`src/hdl/spi_pkg.sv`:
```
package spi_pkg;

    localparam int ADDR_W      = 16;            // Address carried by SPI frames
    localparam int MEM_AW      = 8;             // Low address bits that index the memory
    localparam int MEM_WORDS   = 1 << MEM_AW;
    localparam int DATA_W      = 8;
    localparam int SYNC_STAGES = 2;             // Flops per pin synchronizer

    // Command byte bits 1:0
    typedef enum logic [1:0] {
        MODE_CMD       = 2'b00,
        MODE_DATA      = 2'b01,
        MODE_ADDR      = 2'b10,
        MODE_ADDR_DATA = 2'b11
    } frame_mode_e;

    typedef enum logic [1:0] {
        RX_IDLE  = 2'd0,
        RX_TRANS = 2'd1,
        RX_RST   = 2'd2
    } rx_state_e;

    typedef enum logic [1:0] {
        APB_IDLE   = 2'd0,
        APB_SETUP  = 2'd1,
        APB_ACCESS = 2'd2
    } apb_state_e;

endpackage

```
`src/hdl/spi_frame_rx.sv`:
```
`timescale 1ns/100ps

module spi_frame_rx (
    input  logic                       clk,
    input  logic                       rst,
    input  logic                       sclk,
    input  logic                       ss,
    input  logic                       mosi,
    input  logic [spi_pkg::DATA_W-1:0] tx_data,
    input  logic [spi_pkg::DATA_W-1:0] status,
    output logic                       miso,
    output logic                       busy,
    output logic                       frame_err,
    output logic                       cmd_strobe,
    output logic                       cmd_read,
    output logic                       addr_strobe,
    output logic [spi_pkg::ADDR_W-1:0] addr,
    output logic                       wr_strobe,
    output logic [spi_pkg::DATA_W-1:0] wr_data,
    output logic                       rd_strobe,
    output logic                       frame_end
);

    logic [spi_pkg::SYNC_STAGES-1:0] sclk_sync;
    logic [spi_pkg::SYNC_STAGES-1:0] ss_sync;
    logic [spi_pkg::SYNC_STAGES-1:0] mosi_sync;
    logic                            sclk_s;
    logic                            ss_s;
    logic                            mosi_s;
    logic                            sclk_d;
    logic                            sclk_rise;
    logic                            sclk_fall;

    spi_pkg::rx_state_e              state;
    spi_pkg::frame_mode_e            mode;
    logic [spi_pkg::DATA_W-1:0]      rx_shift;
    logic [spi_pkg::DATA_W-1:0]      status_q;
    logic [3:0]                      bit_cnt;   // Bits sampled in the current byte
    logic [2:0]                      tx_idx;    // Falling edges seen in the current byte
    logic [1:0]                      rem;       // Bytes still expected
    logic                            cmd_done;
    logic                            cont;
    logic                            write_f;
    logic                            addr_hi_now;
    logic                            addr_lo_now;
    logic                            data_now;
    logic                            rd_phase;

    assign sclk_s    = sclk_sync[spi_pkg::SYNC_STAGES-1];
    assign ss_s      = ss_sync[spi_pkg::SYNC_STAGES-1];
    assign mosi_s    = mosi_sync[spi_pkg::SYNC_STAGES-1];
    assign sclk_rise = sclk_s & ~sclk_d;
    assign sclk_fall = ~sclk_s & sclk_d;

    // Which byte of the frame is on the wire
    assign addr_hi_now = cmd_done && ((mode == spi_pkg::MODE_ADDR_DATA && rem == 2'd3) ||
                                      (mode == spi_pkg::MODE_ADDR && rem == 2'd2));
    assign addr_lo_now = cmd_done && ((mode == spi_pkg::MODE_ADDR_DATA && rem == 2'd2) ||
                                      (mode == spi_pkg::MODE_ADDR && rem == 2'd1));
    assign data_now    = cmd_done && rem == 2'd1 &&
                         (mode == spi_pkg::MODE_DATA || mode == spi_pkg::MODE_ADDR_DATA);
    assign rd_phase    = data_now && !write_f;

    assign busy = (state == spi_pkg::RX_TRANS);

    // Status during the command byte, prefetched byte during a read byte, MSB first
    assign miso = busy && (cmd_done ? (rd_phase && tx_data[~tx_idx]) : status_q[~tx_idx]);

    always_ff @(posedge clk) begin
        if (!rst) begin
            sclk_sync <= '0;
            ss_sync   <= '1;
            sclk_d    <= 1'b0;
        end else begin
            sclk_sync <= {sclk_sync[spi_pkg::SYNC_STAGES-2:0], sclk};
            ss_sync   <= {ss_sync[spi_pkg::SYNC_STAGES-2:0], ss};
            sclk_d    <= sclk_s;
        end
    end

    always_ff @(posedge clk) begin
        mosi_sync <= {mosi_sync[spi_pkg::SYNC_STAGES-2:0], mosi};
    end

    always_ff @(posedge clk) begin
        if (!rst) begin
            state       <= spi_pkg::RX_RST;
            frame_err   <= 1'b0;
            cmd_strobe  <= 1'b0;
            addr_strobe <= 1'b0;
            wr_strobe   <= 1'b0;
            rd_strobe   <= 1'b0;
            frame_end   <= 1'b0;
        end else begin
            cmd_strobe  <= 1'b0;
            addr_strobe <= 1'b0;
            wr_strobe   <= 1'b0;
            rd_strobe   <= 1'b0;
            frame_end   <= 1'b0;
            case (state)
                spi_pkg::RX_IDLE: begin
                    if (!ss_s) begin
                        state    <= spi_pkg::RX_TRANS;
                        status_q <= status;     // Frozen for the whole command byte
                    end
                end
                spi_pkg::RX_TRANS: begin
                    if (ss_s) begin
                        // Partial byte or missing bytes of a single frame
                        state     <= spi_pkg::RX_RST;
                        frame_end <= 1'b1;
                        frame_err <= (bit_cnt != 4'd0) || (!cont && rem != 2'd0);
                    end else begin
                        if (sclk_rise) begin
                            rx_shift <= {rx_shift[spi_pkg::DATA_W-2:0], mosi_s};
                            bit_cnt  <= bit_cnt + 4'd1;
                        end
                        if (sclk_fall) begin
                            tx_idx <= tx_idx + 3'd1;
                            if (bit_cnt == 4'd8) begin
                                bit_cnt <= 4'd0;
                                if (!cmd_done) begin
                                    cmd_done   <= 1'b1;
                                    mode       <= spi_pkg::frame_mode_e'(rx_shift[1:0]);
                                    cont       <= rx_shift[2];
                                    write_f    <= rx_shift[3];
                                    rem        <= rx_shift[1:0];    // Mode is also the byte count
                                    cmd_strobe <= 1'b1;
                                    cmd_read   <= !rx_shift[3] && rx_shift[0];
                                end else if (addr_hi_now) begin
                                    addr[spi_pkg::ADDR_W-1:spi_pkg::DATA_W] <= rx_shift;
                                    rem <= rem - 2'd1;
                                end else if (addr_lo_now) begin
                                    addr[spi_pkg::DATA_W-1:0] <= rx_shift;
                                    addr_strobe <= 1'b1;
                                    if (mode == spi_pkg::MODE_ADDR && cont)
                                        rem <= 2'd2;        // Next address pair
                                    else
                                        rem <= rem - 2'd1;
                                end else if (data_now) begin
                                    if (write_f) begin
                                        wr_strobe <= 1'b1;
                                        wr_data   <= rx_shift;
                                    end else begin
                                        rd_strobe <= 1'b1;
                                    end
                                    rem <= cont ? 2'd1 : 2'd0;
                                end
                                // Extra bytes after a complete frame are ignored
                            end
                        end
                    end
                end
                spi_pkg::RX_RST: begin
                    bit_cnt  <= 4'd0;
                    tx_idx   <= 3'd0;
                    rem      <= 2'd0;
                    cmd_done <= 1'b0;
                    cont     <= 1'b0;
                    write_f  <= 1'b0;
                    mode     <= spi_pkg::MODE_CMD;
                    if (ss_s)
                        state <= spi_pkg::RX_IDLE;
                end
                default: state <= spi_pkg::RX_RST;
            endcase
        end
    end

    a_one_event: assert property (@(posedge clk) disable iff (!rst)
        $onehot0({cmd_strobe, addr_strobe, wr_strobe, rd_strobe, frame_end}));

    a_event_in_frame: assert property (@(posedge clk) disable iff (!rst)
        (cmd_strobe || addr_strobe || wr_strobe || rd_strobe) |-> state == spi_pkg::RX_TRANS);

endmodule

```
`src/hdl/spi_bus_master.sv`:
```
`timescale 1ns/100ps

module spi_bus_master (
    input  logic                       clk,
    input  logic                       rst,
    input  logic                       cmd_strobe,
    input  logic                       cmd_read,
    input  logic                       addr_strobe,
    input  logic [spi_pkg::ADDR_W-1:0] addr,
    input  logic                       wr_strobe,
    input  logic [spi_pkg::DATA_W-1:0] wr_data,
    input  logic                       rd_strobe,
    input  logic                       frame_end,
    input  logic                       frame_err,
    output logic [spi_pkg::DATA_W-1:0] tx_data,
    output logic [spi_pkg::DATA_W-1:0] status,
    output logic                       m_psel,
    output logic                       m_penable,
    output logic                       m_pwrite,
    output logic [spi_pkg::MEM_AW-1:0] m_paddr,
    output logic [spi_pkg::DATA_W-1:0] m_pwdata,
    input  logic [spi_pkg::DATA_W-1:0] m_prdata,
    input  logic                       m_pready
);

    spi_pkg::apb_state_e          state;
    logic [spi_pkg::ADDR_W-1:0]   ptr;
    logic [spi_pkg::MEM_AW-1:0]   wr_addr;
    logic [spi_pkg::DATA_W-1:0]   wr_buf;
    logic [spi_pkg::DATA_W-2:0]   wr_cnt;       // SPI writes, wraps at 128
    logic                         wr_pend;
    logic                         rd_pend;
    logic                         read_mode;
    logic                         err_q;        // Error flag of the previous frame

    assign status    = {err_q, wr_cnt};
    assign m_psel    = (state != spi_pkg::APB_IDLE);
    assign m_penable = (state == spi_pkg::APB_ACCESS);

    always_ff @(posedge clk) begin
        if (!rst) begin
            state     <= spi_pkg::APB_IDLE;
            ptr       <= '0;
            wr_cnt    <= '0;
            wr_pend   <= 1'b0;
            rd_pend   <= 1'b0;
            read_mode <= 1'b0;
            err_q     <= 1'b0;
            tx_data   <= '0;
        end else begin
            case (state)
                spi_pkg::APB_IDLE: begin
                    if (wr_pend || rd_pend)
                        state <= spi_pkg::APB_SETUP;
                end
                spi_pkg::APB_SETUP: state <= spi_pkg::APB_ACCESS;
                spi_pkg::APB_ACCESS: begin
                    if (m_pready) begin
                        state <= spi_pkg::APB_IDLE;
                        if (m_pwrite) begin
                            wr_pend <= 1'b0;
                        end else begin
                            rd_pend <= 1'b0;
                            tx_data <= m_prdata;
                        end
                    end
                end
                default: state <= spi_pkg::APB_IDLE;
            endcase

            // New requests override a completion in the same cycle
            if (cmd_strobe) begin
                read_mode <= cmd_read;
                if (cmd_read)
                    rd_pend <= 1'b1;        // Mode 1 reads at the current pointer
            end
            if (addr_strobe) begin
                ptr <= addr;
                if (read_mode)
                    rd_pend <= 1'b1;
            end
            if (wr_strobe) begin
                wr_pend <= 1'b1;
                ptr     <= ptr + 1'b1;
                wr_cnt  <= wr_cnt + 1'b1;
            end
            if (rd_strobe) begin
                ptr     <= ptr + 1'b1;
                rd_pend <= 1'b1;            // Prefetch for the next read byte
            end
            if (frame_end)
                err_q <= frame_err;
        end
    end

    always_ff @(posedge clk) begin
        if (wr_strobe) begin
            wr_buf  <= wr_data;
            wr_addr <= ptr[spi_pkg::MEM_AW-1:0];
        end
        // Writes go first; a read uses the pointer as it is at issue
        if (state == spi_pkg::APB_IDLE) begin
            m_pwrite <= wr_pend;
            m_paddr  <= wr_pend ? wr_addr : ptr[spi_pkg::MEM_AW-1:0];
            m_pwdata <= wr_buf;
        end
    end

    a_apb_hold: assert property (@(posedge clk) disable iff (!rst)
        m_psel && !m_pready |=> $stable({m_pwrite, m_paddr, m_pwdata}));

endmodule

```
`src/hdl/apb_arbiter.sv`:
```
`timescale 1ns/100ps

module apb_arbiter (
    input  logic                       clk,
    input  logic                       rst,
    input  logic                       m_psel,
    input  logic                       m_penable,
    input  logic                       m_pwrite,
    input  logic [spi_pkg::MEM_AW-1:0] m_paddr,
    input  logic [spi_pkg::DATA_W-1:0] m_pwdata,
    output logic [spi_pkg::DATA_W-1:0] m_prdata,
    output logic                       m_pready,
    input  logic                       h_psel,
    input  logic                       h_penable,
    input  logic                       h_pwrite,
    input  logic [spi_pkg::MEM_AW-1:0] h_paddr,
    input  logic [spi_pkg::DATA_W-1:0] h_pwdata,
    output logic [spi_pkg::DATA_W-1:0] h_prdata,
    output logic                       h_pready,
    output logic                       s_psel,
    output logic                       s_penable,
    output logic                       s_pwrite,
    output logic [spi_pkg::MEM_AW-1:0] s_paddr,
    output logic [spi_pkg::DATA_W-1:0] s_pwdata,
    input  logic [spi_pkg::DATA_W-1:0] s_prdata,
    input  logic                       s_pready
);

    spi_pkg::apb_state_e state;
    logic                grant_h;   // Host owns the current transfer
    logic                last_h;    // Host had the last transfer
    logic                pick_h;
    logic                sel_h;
    logic                idle;
    logic                access;

    assign idle   = (state == spi_pkg::APB_IDLE);
    assign access = (state == spi_pkg::APB_ACCESS);

    // Round robin only matters when both ask at once
    assign pick_h = h_psel && (!m_psel || !last_h);
    assign sel_h  = idle ? pick_h : grant_h;

    // A free bus passes the requester's setup phase straight through
    assign s_psel    = idle ? (m_psel || h_psel) : 1'b1;
    assign s_penable = access && (sel_h ? h_penable : m_penable);
    assign s_pwrite  = sel_h ? h_pwrite : m_pwrite;
    assign s_paddr   = sel_h ? h_paddr : m_paddr;
    assign s_pwdata  = sel_h ? h_pwdata : m_pwdata;

    assign m_prdata = s_prdata;
    assign h_prdata = s_prdata;
    assign m_pready = access && !grant_h && s_pready;
    assign h_pready = access && grant_h && s_pready;

    always_ff @(posedge clk) begin
        if (!rst) begin
            state   <= spi_pkg::APB_IDLE;
            grant_h <= 1'b0;
            last_h  <= 1'b1;
        end else begin
            case (state)
                spi_pkg::APB_IDLE: begin
                    if (m_psel || h_psel) begin
                        state   <= spi_pkg::APB_ACCESS;
                        grant_h <= pick_h;
                    end
                end
                spi_pkg::APB_SETUP: state <= spi_pkg::APB_ACCESS;
                spi_pkg::APB_ACCESS: begin
                    if (s_pready) begin
                        last_h <= grant_h;
                        if (grant_h ? m_psel : h_psel) begin
                            state   <= spi_pkg::APB_SETUP;    // Waiting peer goes next
                            grant_h <= !grant_h;
                        end else begin
                            state <= spi_pkg::APB_IDLE;
                        end
                    end
                end
                default: state <= spi_pkg::APB_IDLE;
            endcase
        end
    end

    // Ready only reaches a requester that sits in its access phase
    a_m_ready: assert property (@(posedge clk) disable iff (!rst)
        m_pready |-> m_psel && m_penable);

    a_h_ready: assert property (@(posedge clk) disable iff (!rst)
        h_pready |-> h_psel && h_penable);

endmodule

```
`src/hdl/reg_mem.sv`:
```
`timescale 1ns/100ps

module reg_mem (
    input  logic                       clk,
    input  logic                       rst,
    input  logic                       s_psel,
    input  logic                       s_penable,
    input  logic                       s_pwrite,
    input  logic [spi_pkg::MEM_AW-1:0] s_paddr,
    input  logic [spi_pkg::DATA_W-1:0] s_pwdata,
    output logic [spi_pkg::DATA_W-1:0] s_prdata,
    output logic                       s_pready
);

    logic [spi_pkg::DATA_W-1:0] mem [spi_pkg::MEM_WORDS];

    // Ready in every access cycle, set from the setup cycle
    always_ff @(posedge clk) begin
        if (!rst)
            s_pready <= 1'b0;
        else
            s_pready <= s_psel && !s_penable;
    end

    always_ff @(posedge clk) begin
        if (s_psel && !s_penable)
            s_prdata <= mem[s_paddr];   // Valid by the access cycle
        if (s_psel && s_penable && s_pwrite && s_pready)
            mem[s_paddr] <= s_pwdata;
    end

endmodule

```
`src/hdl/spi_mem_bridge.sv`:
```
`timescale 1ns/100ps

module spi_mem_bridge (
    input  logic                       clk,
    input  logic                       rst,
    input  logic                       sclk,
    input  logic                       ss,
    input  logic                       mosi,
    output logic                       miso,
    output logic                       busy,
    output logic                       frame_err,
    input  logic                       h_psel,
    input  logic                       h_penable,
    input  logic                       h_pwrite,
    input  logic [spi_pkg::MEM_AW-1:0] h_paddr,
    input  logic [spi_pkg::DATA_W-1:0] h_pwdata,
    output logic [spi_pkg::DATA_W-1:0] h_prdata,
    output logic                       h_pready
);

    // Receiver to bus master
    logic                       cmd_strobe;
    logic                       cmd_read;
    logic                       addr_strobe;
    logic [spi_pkg::ADDR_W-1:0] addr;
    logic                       wr_strobe;
    logic [spi_pkg::DATA_W-1:0] wr_data;
    logic                       rd_strobe;
    logic                       frame_end;
    logic [spi_pkg::DATA_W-1:0] tx_data;
    logic [spi_pkg::DATA_W-1:0] status;

    // Bus master side of the arbiter
    logic                       m_psel;
    logic                       m_penable;
    logic                       m_pwrite;
    logic [spi_pkg::MEM_AW-1:0] m_paddr;
    logic [spi_pkg::DATA_W-1:0] m_pwdata;
    logic [spi_pkg::DATA_W-1:0] m_prdata;
    logic                       m_pready;

    // Memory side
    logic                       s_psel;
    logic                       s_penable;
    logic                       s_pwrite;
    logic [spi_pkg::MEM_AW-1:0] s_paddr;
    logic [spi_pkg::DATA_W-1:0] s_pwdata;
    logic [spi_pkg::DATA_W-1:0] s_prdata;
    logic                       s_pready;

    spi_frame_rx u_rx (
        .clk(clk), .rst(rst), .sclk(sclk), .ss(ss), .mosi(mosi),
        .tx_data(tx_data), .status(status),
        .miso(miso), .busy(busy), .frame_err(frame_err),
        .cmd_strobe(cmd_strobe), .cmd_read(cmd_read),
        .addr_strobe(addr_strobe), .addr(addr),
        .wr_strobe(wr_strobe), .wr_data(wr_data),
        .rd_strobe(rd_strobe), .frame_end(frame_end)
    );

    spi_bus_master u_master (
        .clk(clk), .rst(rst),
        .cmd_strobe(cmd_strobe), .cmd_read(cmd_read),
        .addr_strobe(addr_strobe), .addr(addr),
        .wr_strobe(wr_strobe), .wr_data(wr_data),
        .rd_strobe(rd_strobe), .frame_end(frame_end), .frame_err(frame_err),
        .tx_data(tx_data), .status(status),
        .m_psel(m_psel), .m_penable(m_penable), .m_pwrite(m_pwrite),
        .m_paddr(m_paddr), .m_pwdata(m_pwdata),
        .m_prdata(m_prdata), .m_pready(m_pready)
    );

    apb_arbiter u_arb (
        .clk(clk), .rst(rst),
        .m_psel(m_psel), .m_penable(m_penable), .m_pwrite(m_pwrite),
        .m_paddr(m_paddr), .m_pwdata(m_pwdata),
        .m_prdata(m_prdata), .m_pready(m_pready),
        .h_psel(h_psel), .h_penable(h_penable), .h_pwrite(h_pwrite),
        .h_paddr(h_paddr), .h_pwdata(h_pwdata),
        .h_prdata(h_prdata), .h_pready(h_pready),
        .s_psel(s_psel), .s_penable(s_penable), .s_pwrite(s_pwrite),
        .s_paddr(s_paddr), .s_pwdata(s_pwdata),
        .s_prdata(s_prdata), .s_pready(s_pready)
    );

    reg_mem u_mem (
        .clk(clk), .rst(rst),
        .s_psel(s_psel), .s_penable(s_penable), .s_pwrite(s_pwrite),
        .s_paddr(s_paddr), .s_pwdata(s_pwdata),
        .s_prdata(s_prdata), .s_pready(s_pready)
    );

endmodule

```
`config.mk`:
```
export PLATFORM = sky130hd
export DESIGN_NAME = spi_mem_bridge
export DESIGN_NICKNAME = d
export VERILOG_FILES = /design/src/hdl/spi_pkg.sv /design/src/hdl/spi_frame_rx.sv /design/src/hdl/spi_bus_master.sv /design/src/hdl/apb_arbiter.sv /design/src/hdl/reg_mem.sv /design/src/hdl/spi_mem_bridge.sv
export SDC_FILE = /design/constraint.sdc
export NUM_CORES = 2
export LEC_CHECK = 0
export ABC_CLOCK_PERIOD_IN_PS = 13020
export BUFFER_PORTS_ARGS = -buffer_cell sky130_fd_sc_hd__buf_2
export CELL_PAD_IN_SITES_DETAIL_PLACEMENT = 0
export CELL_PAD_IN_SITES_GLOBAL_PLACEMENT = 1
export CORE_UTILIZATION = 56
export CTS_CLUSTER_SIZE = 28
export DETAILED_ROUTE_END_ITERATION = 16
export MAX_ROUTING_LAYER = met4
export PLACE_DENSITY = 0.85
export SLEW_MARGIN = 30
export SYNTH_ARGS = -nofsm -noshare
export SYNTH_HDL_FRONTEND = slang
export SYNTH_SLANG_ARGS = --single-unit
export TNS_END_PERCENT = 50
```
`constraint.sdc`:
```
create_clock -name clk -period 13.02 [get_ports clk]
set_input_delay 1.302 -clock clk [delete_from_list [all_inputs] [get_ports clk]]
set_output_delay 1.302 -clock clk [all_outputs]
set_load 0.1 [all_outputs]
```
Yosys cells after proc, flatten, opt, wreduce, memory -nomap -nowiden

Memories as Yosys holds them, arrays and structs flattened. A register that Yosys moved wholly into a read port is not among the register bits.
Index checks and enable logic that the tools add are counted.

Bits in registers: 145
Memories: 1
Input bits: 24
Memory bits (writable): 2048
Logic and storage cells: 249

Memory list:

| memory    | words | bits a word | read ports | clocked after Yosys merged registers in | wr ports | line          | source |
|---|---|---|---|---|---|---|---|
| u_mem.mem | 256   | 8           | 1          | 1                                       | 1        | reg_mem.sv:15 | `logic [spi_pkg::DATA_W-1:0] mem [spi_pkg::MEM_WORDS];` |

Reductions and logical operators: 73
Bitwise logic cells: 15
Eq/ne operators: 26
$lt $le $gt $ge: 1
Muxes and demuxes: 87
Add/subtract/negate cells: 5

Operator list:

| operator                                                         | count |
|---|---|
| 16-bit two-way mux                                               | 3 |
| 1-bit two-way mux                                                | 43 |
| 2-bit two-way mux                                                | 19 |
| 1-bit logical AND                                                | 24 |
| 8-bit two-way mux                                                | 3 |
| 2-bit inequality test (second input constant)                    | 9 |
| 2-bit one-hot mux with 3 select lines                            | 3 |
| 6-bit AND reduction                                              | 3 |
| 16-bit by 1-bit adder with 16-bit output (second input constant) | 1 |
| 4-bit two-way mux                                                | 4 |
| 3-bit AND reduction                                              | 5 |
| 2-bit == test (second input constant)                            | 7 |
| 2-bit nonzero test                                               | 7 |
| 1-bit inverter                                                   | 12 |
| 4-bit AND reduction                                              | 3 |
| 2-bit by 1-bit == test with 1-bit output (second input constant) | 5 |
| 10-bit AND reduction                                             | 1 |
| 2-bit AND reduction                                              | 5 |
| 9-bit OR reduction                                               | 1 |
| 1-bit one-hot mux with 2 select lines                            | 4 |
| 2-bit one-hot mux with 2 select lines                            | 2 |
| 4-bit one-hot mux with 2 select lines                            | 1 |
| 8-bit AND reduction                                              | 1 |
| 7-bit by 1-bit adder with 7-bit output (second input constant)   | 1 |
| other kinds (21)                                                 | 40 |

Logic depth before layout (Yosys ltp)

Depth in word-level cells: 12
Mapped depth: 12

By module

Synthesis repeated with hierarchy kept, for this count alone.

Cells, all modules: 3990
Area, all modules: 84255.8 sq um

By module, submodules not included:

| module         | cells each | instances | seq. area each (sq um) | area each (sq um) |
|---|---|---|---|---|
| reg_mem        | 3529       | 1         | 61759.2                | 78407.7 |
| spi_frame_rx   | 208        | 1         | 1951.9                 | 2859.0 |
| spi_bus_master | 192        | 1         | 1571.5                 | 2353.5 |
| apb_arbiter    | 61         | 1         | 80.1                   | 635.6 |

Worst setup path before layout

No wires, ideal clock.

Kind: input to register
Start point: input h_psel
End point: memory u_mem.mem[0][0] in the netlist's numbering, data pin
Library setup time: 823 ps
Cell stages on the path: 6
Setup slack: 6603 ps
Path buffers: 2
Data arrival time: 5594 ps
Cells stage by stage: or3b_4 o21ai_4 buf_4 clkbuf_1 nand2_1 nand2_1

Cells in the longest elaborated chain, start to end: 3

RTL lines:

| what                         | line                 | source |
|---|---|---|
| start: declaration           | spi_mem_bridge.sv:12 | `input logic h_psel,` |
| 1-bit logical AND            | apb_arbiter.sv:41    | `assign pick_h = h_psel && (!m_psel \|\| !last_h);` |
| 1-bit two-way mux            | apb_arbiter.sv:42    | `assign sel_h = idle ? pick_h : grant_h;` |
| 8-bit two-way mux            | apb_arbiter.sv:49    | `assign s_pwdata = sel_h ? h_pwdata : m_pwdata;` |
| named net s_pwdata (one bit) | spi_mem_bridge.sv:47 | `logic [spi_pkg::DATA_W-1:0] s_pwdata;` |
| end: declaration             | reg_mem.sv:15        |  |

The timed path passes the listed nets, and every way through them passes these cells.

Worst setup path after layout

Start point: input h_psel
End point: register u_mem.s_prdata[7] in the netlist's numbering, read port of u_mem.mem, data pin

Cells in the longest elaborated chain, start to end: 6
Elaborated cells on any way between the ends: 9

RTL lines:

| what              | line              | source |
|---|---|---|
| 1-bit logical AND | apb_arbiter.sv:41 |  |
| 1-bit two-way mux | apb_arbiter.sv:42 |  |
| 1-bit two-way mux | apb_arbiter.sv:46 | `assign s_penable = access && (sel_h ? h_penable : m_penable);` |
| 1-bit logical AND | apb_arbiter.sv:46 |  |
| 1-bit logical NOT | reg_mem.sv:26     | `if (s_psel && !s_penable)` |
| 1-bit logical AND | reg_mem.sv:26     |  |
| end: declaration  | reg_mem.sv:11     | `output logic [spi_pkg::DATA_W-1:0] s_prdata,` |

Parallel ways exist; a longest one is shown, timed or not.
A chain may end at the register's enable or synchronous reset.

==> impl_metrics.tcl <==
set metrics [dict create \
    synthDistinctLibCells 66 \
    synth-edff-count 2136 \
    synth_top_area_frac 0.738 \
    r2r_end "u_mem.s_prdata[7]" \
    ctsHoldBuffers 0 \
    max_freq_mhz 174 \
    gp_congestion 0.915 \
    synth_commonest_cells "edfxtp_1, mux4_2, nor2_1" \
    leakage_nw 30.2 \
    clkTransAtPathRegs_ns 0.06 \
    syn_inst 4985 \
    antenna_left 0 \
    reg2reg_slack_ns 7.45 \
    min_period_ns 5.74 \
    wire_per_inst_um 31.1 \
    r2r_start "u_arb.state[1]" \
    vias 48700 \
    synth_async_sr_flop_share 0 \
    pwr_density_cell_mw_per_mm2 156 \
    peakVddDrop_v 0.000159 \
    slew_violations 0 \
    worstMarginPinSlew_ns 1.08 \
    dr.pass1.iters 7 \
    required_ns 13.56 \
    grt_max_degree 218 \
    insertion_delay_ns 0.85 \
    core_mm2 0.154 \
    dp_hpwl_mm 132 \
    crit_path_max_fanout 103 \
    initial_core_util 0.564 \
    port_buffers 35 \
    ys_seq_elements 2185 \
    synth_nets 5021 \
    area_delta_synth_final_pct 10.7 \
    yosysTopAreaCell "edfxtp_1" \
    rows 144 \
    viasPerCell 6.78 \
    finClkSkew_ns 0.0338 \
    grt_remaining_overflow 0 \
    final_nets 4991 \
    rr_worst_depth 11 \
    grt_pass1_wl_mm 325 \
    slowest_delay_ns 0.76 \
    min_from "u_rx.mosi_sync[0]" \
    root_buffer "clkbuf_16" \
    regMostFlops "u_mem.mem" \
    clk_path_buf_depth 3 \
    drc 0 \
    rsz0062_at_grt "false" \
    grt_pass1_vias 47000 \
    cts_buffers 205 \
    cts_setup_buffers 0 \
    synth_top_flop_cell "edfxtp_1" \
    worst_path_max_delay_cell "o41ai_1" \
    min_path_type "reg2reg" \
    path_cells "buf_2 -> or3b_4 -> o211a_4 -> nor2_4 -> buf_4 -> buf_12 -> buf_6 -> mux4_2 -> nand4b_1 -> nand4_1 -> o41ai_1 -> nand4_1" \
    finalCritPeriodShare 0.441 \
    fin_util 0.624 \
    drv_cap 0 \
    outcome "complete, no violations" \
    synth.avg_cell_area_um2 17.4 \
    synth_warnings 0 \
    start_kind "primary input" \
    fill_cells 10500 \
    first_iter_violations 7028 \
    hold_depth 0 \
    final.setup.tns_ns 0 \
    die_h_um 396 \
    antenna_found_initial 12 \
    endpoint_kind "register" \
    finalHoldViolCount 0 \
    fp.dieW_um 396 \
    cts_tree "built" \
    die-area_mm2 0.157 \
    arrival_ns 6.29 \
    htreeDepth 4 \
    clock-sinks 2185 \
    wirelength_mm 224 \
    worst_path_most_repeated_cell "nand4_1" \
    seq_area_frac_synth 0.749 \
    worstSetupPathType "in2reg" \
    postCtsResizedCells 0 \
    ios 36 \
    synth_most_common_cell "edfxtp_1" \
    drive_above_1_share 0.161 \
    largest_reg_flops 2048 \
    hold_path_end "u_rx.mosi_sync[1]" \
    track_usage 0.294 \
    setup_viol 0 \
    maxSlewHeadroom 0.278 \
    synth_area_mm2 0.0869 \
    synth_area_leaders "edfxtp_1, mux4_2, a211oi_1, nand3_1, and3_1" \
]
## metal layers
| layer | wire, um | vias up | track usage |
|---|---|---|---|
| li1 | - | 20200 | - |
| met1 | 83300 | 24800 | 0.401 |
| met2 | 103000 | 3192 | 0.426 |
| met3 | 25100 | 513 | 0.0597 |
| met4 | 12600 | 0 | 0.149 |
| met5 | 0 | - | - |
## final cells by class
class | count | area (um2) | area share
inverters | 11 | 41.3 | 0.000429
diodes | 17 | 42.5 | 0.000442
well taps | 2044 | 2560 | 0.0266
multi-input cells | 2434 | 20700 | 0.215
repair buffers | 118 | 1050 | 0.0109
flip-flops and latches | 2185 | 65100 | 0.677
clock buffers | 252 | 5410 | 0.0563
clock inverters | 125 | 1290 | 0.0134
## cell families (layout without fill, tap and decap cells)
| kind of cell | after synthesis | in the layout | synth area share |
|---|---|---|---|
| mux | 369 | 369 | 0.0895 |
| flops | 2185 | 2185 | 0.749 |
| fa+ha+maj | 12 | 12 | 0.00173 |
| xor+xnor | 9 | 9 | 0.000907 |
| compound gates | 617 | 617 | 0.0516 |
| buf+inv | 366 | 506 | 0.0183 |
| simple gates | 1427 | 1427 | 0.0886 |
| other cells | 0 | 17 | 0 |
## critical path: cells and delay by family
| kind | cells | cell delay, ns |
|---|---|---|
| buf+inv | 4 | 1.86 |
| simple gates | 5 | 1.21 |
| mux | 1 | 0.63 |
| compound gates | 2 | 1.22 |
## cell usage in the layout, fill, tap and decap left out, drive strengths merged, types with 89 or more instances in the layout
master,n
buf,118
nor2,308
clkbuf,252
nand2,249
nand3,285
mux4,324
a22oi,89
edfxtp,2136
nand4b,129
and3,201
a211oi,195
nand3b,134
o21ai,148
## stage by stage
step	hold WS [ns]	total power, mW	instance area [um2]	worst slack, ns	instances
finish	0.332	15.0	96200	7.28	7186
global route	0.347	15.4	96200	7.01	7185
CTS	0.335	15.0	95900	6.90	7163
detailed placement	0.321	9.16	89200	6.02	6786
global placement	0.314	9.12	89000	5.69	6778
floorplan	0.310	8.77	86900	6.60	4985
## worst max path at each step
stage | from | to | slack [ns] | cells after the start
floorplan | h_psel | u_mem.mem[0][0] | 6.60 | 6
global placement | h_psel | u_mem.s_prdata[0] | 5.69 | 10
detailed placement | h_psel | u_mem.s_prdata[7] | 6.02 | 12
CTS | h_psel | u_mem.s_prdata[7] | 6.90 | 11
global route | h_psel | u_mem.s_prdata[7] | 7.01 | 12
finish | h_psel | u_mem.s_prdata[7] | 7.28 | 12
## report_power, final
group          switching, mW  total [mW]  internal, mW
sequential            0.0493        7.90          7.85
clock                   2.57        5.99          3.43
combinational          0.820        1.14         0.323
total                   3.44        15.0          11.6
Power figures use the tool's default switching activity.
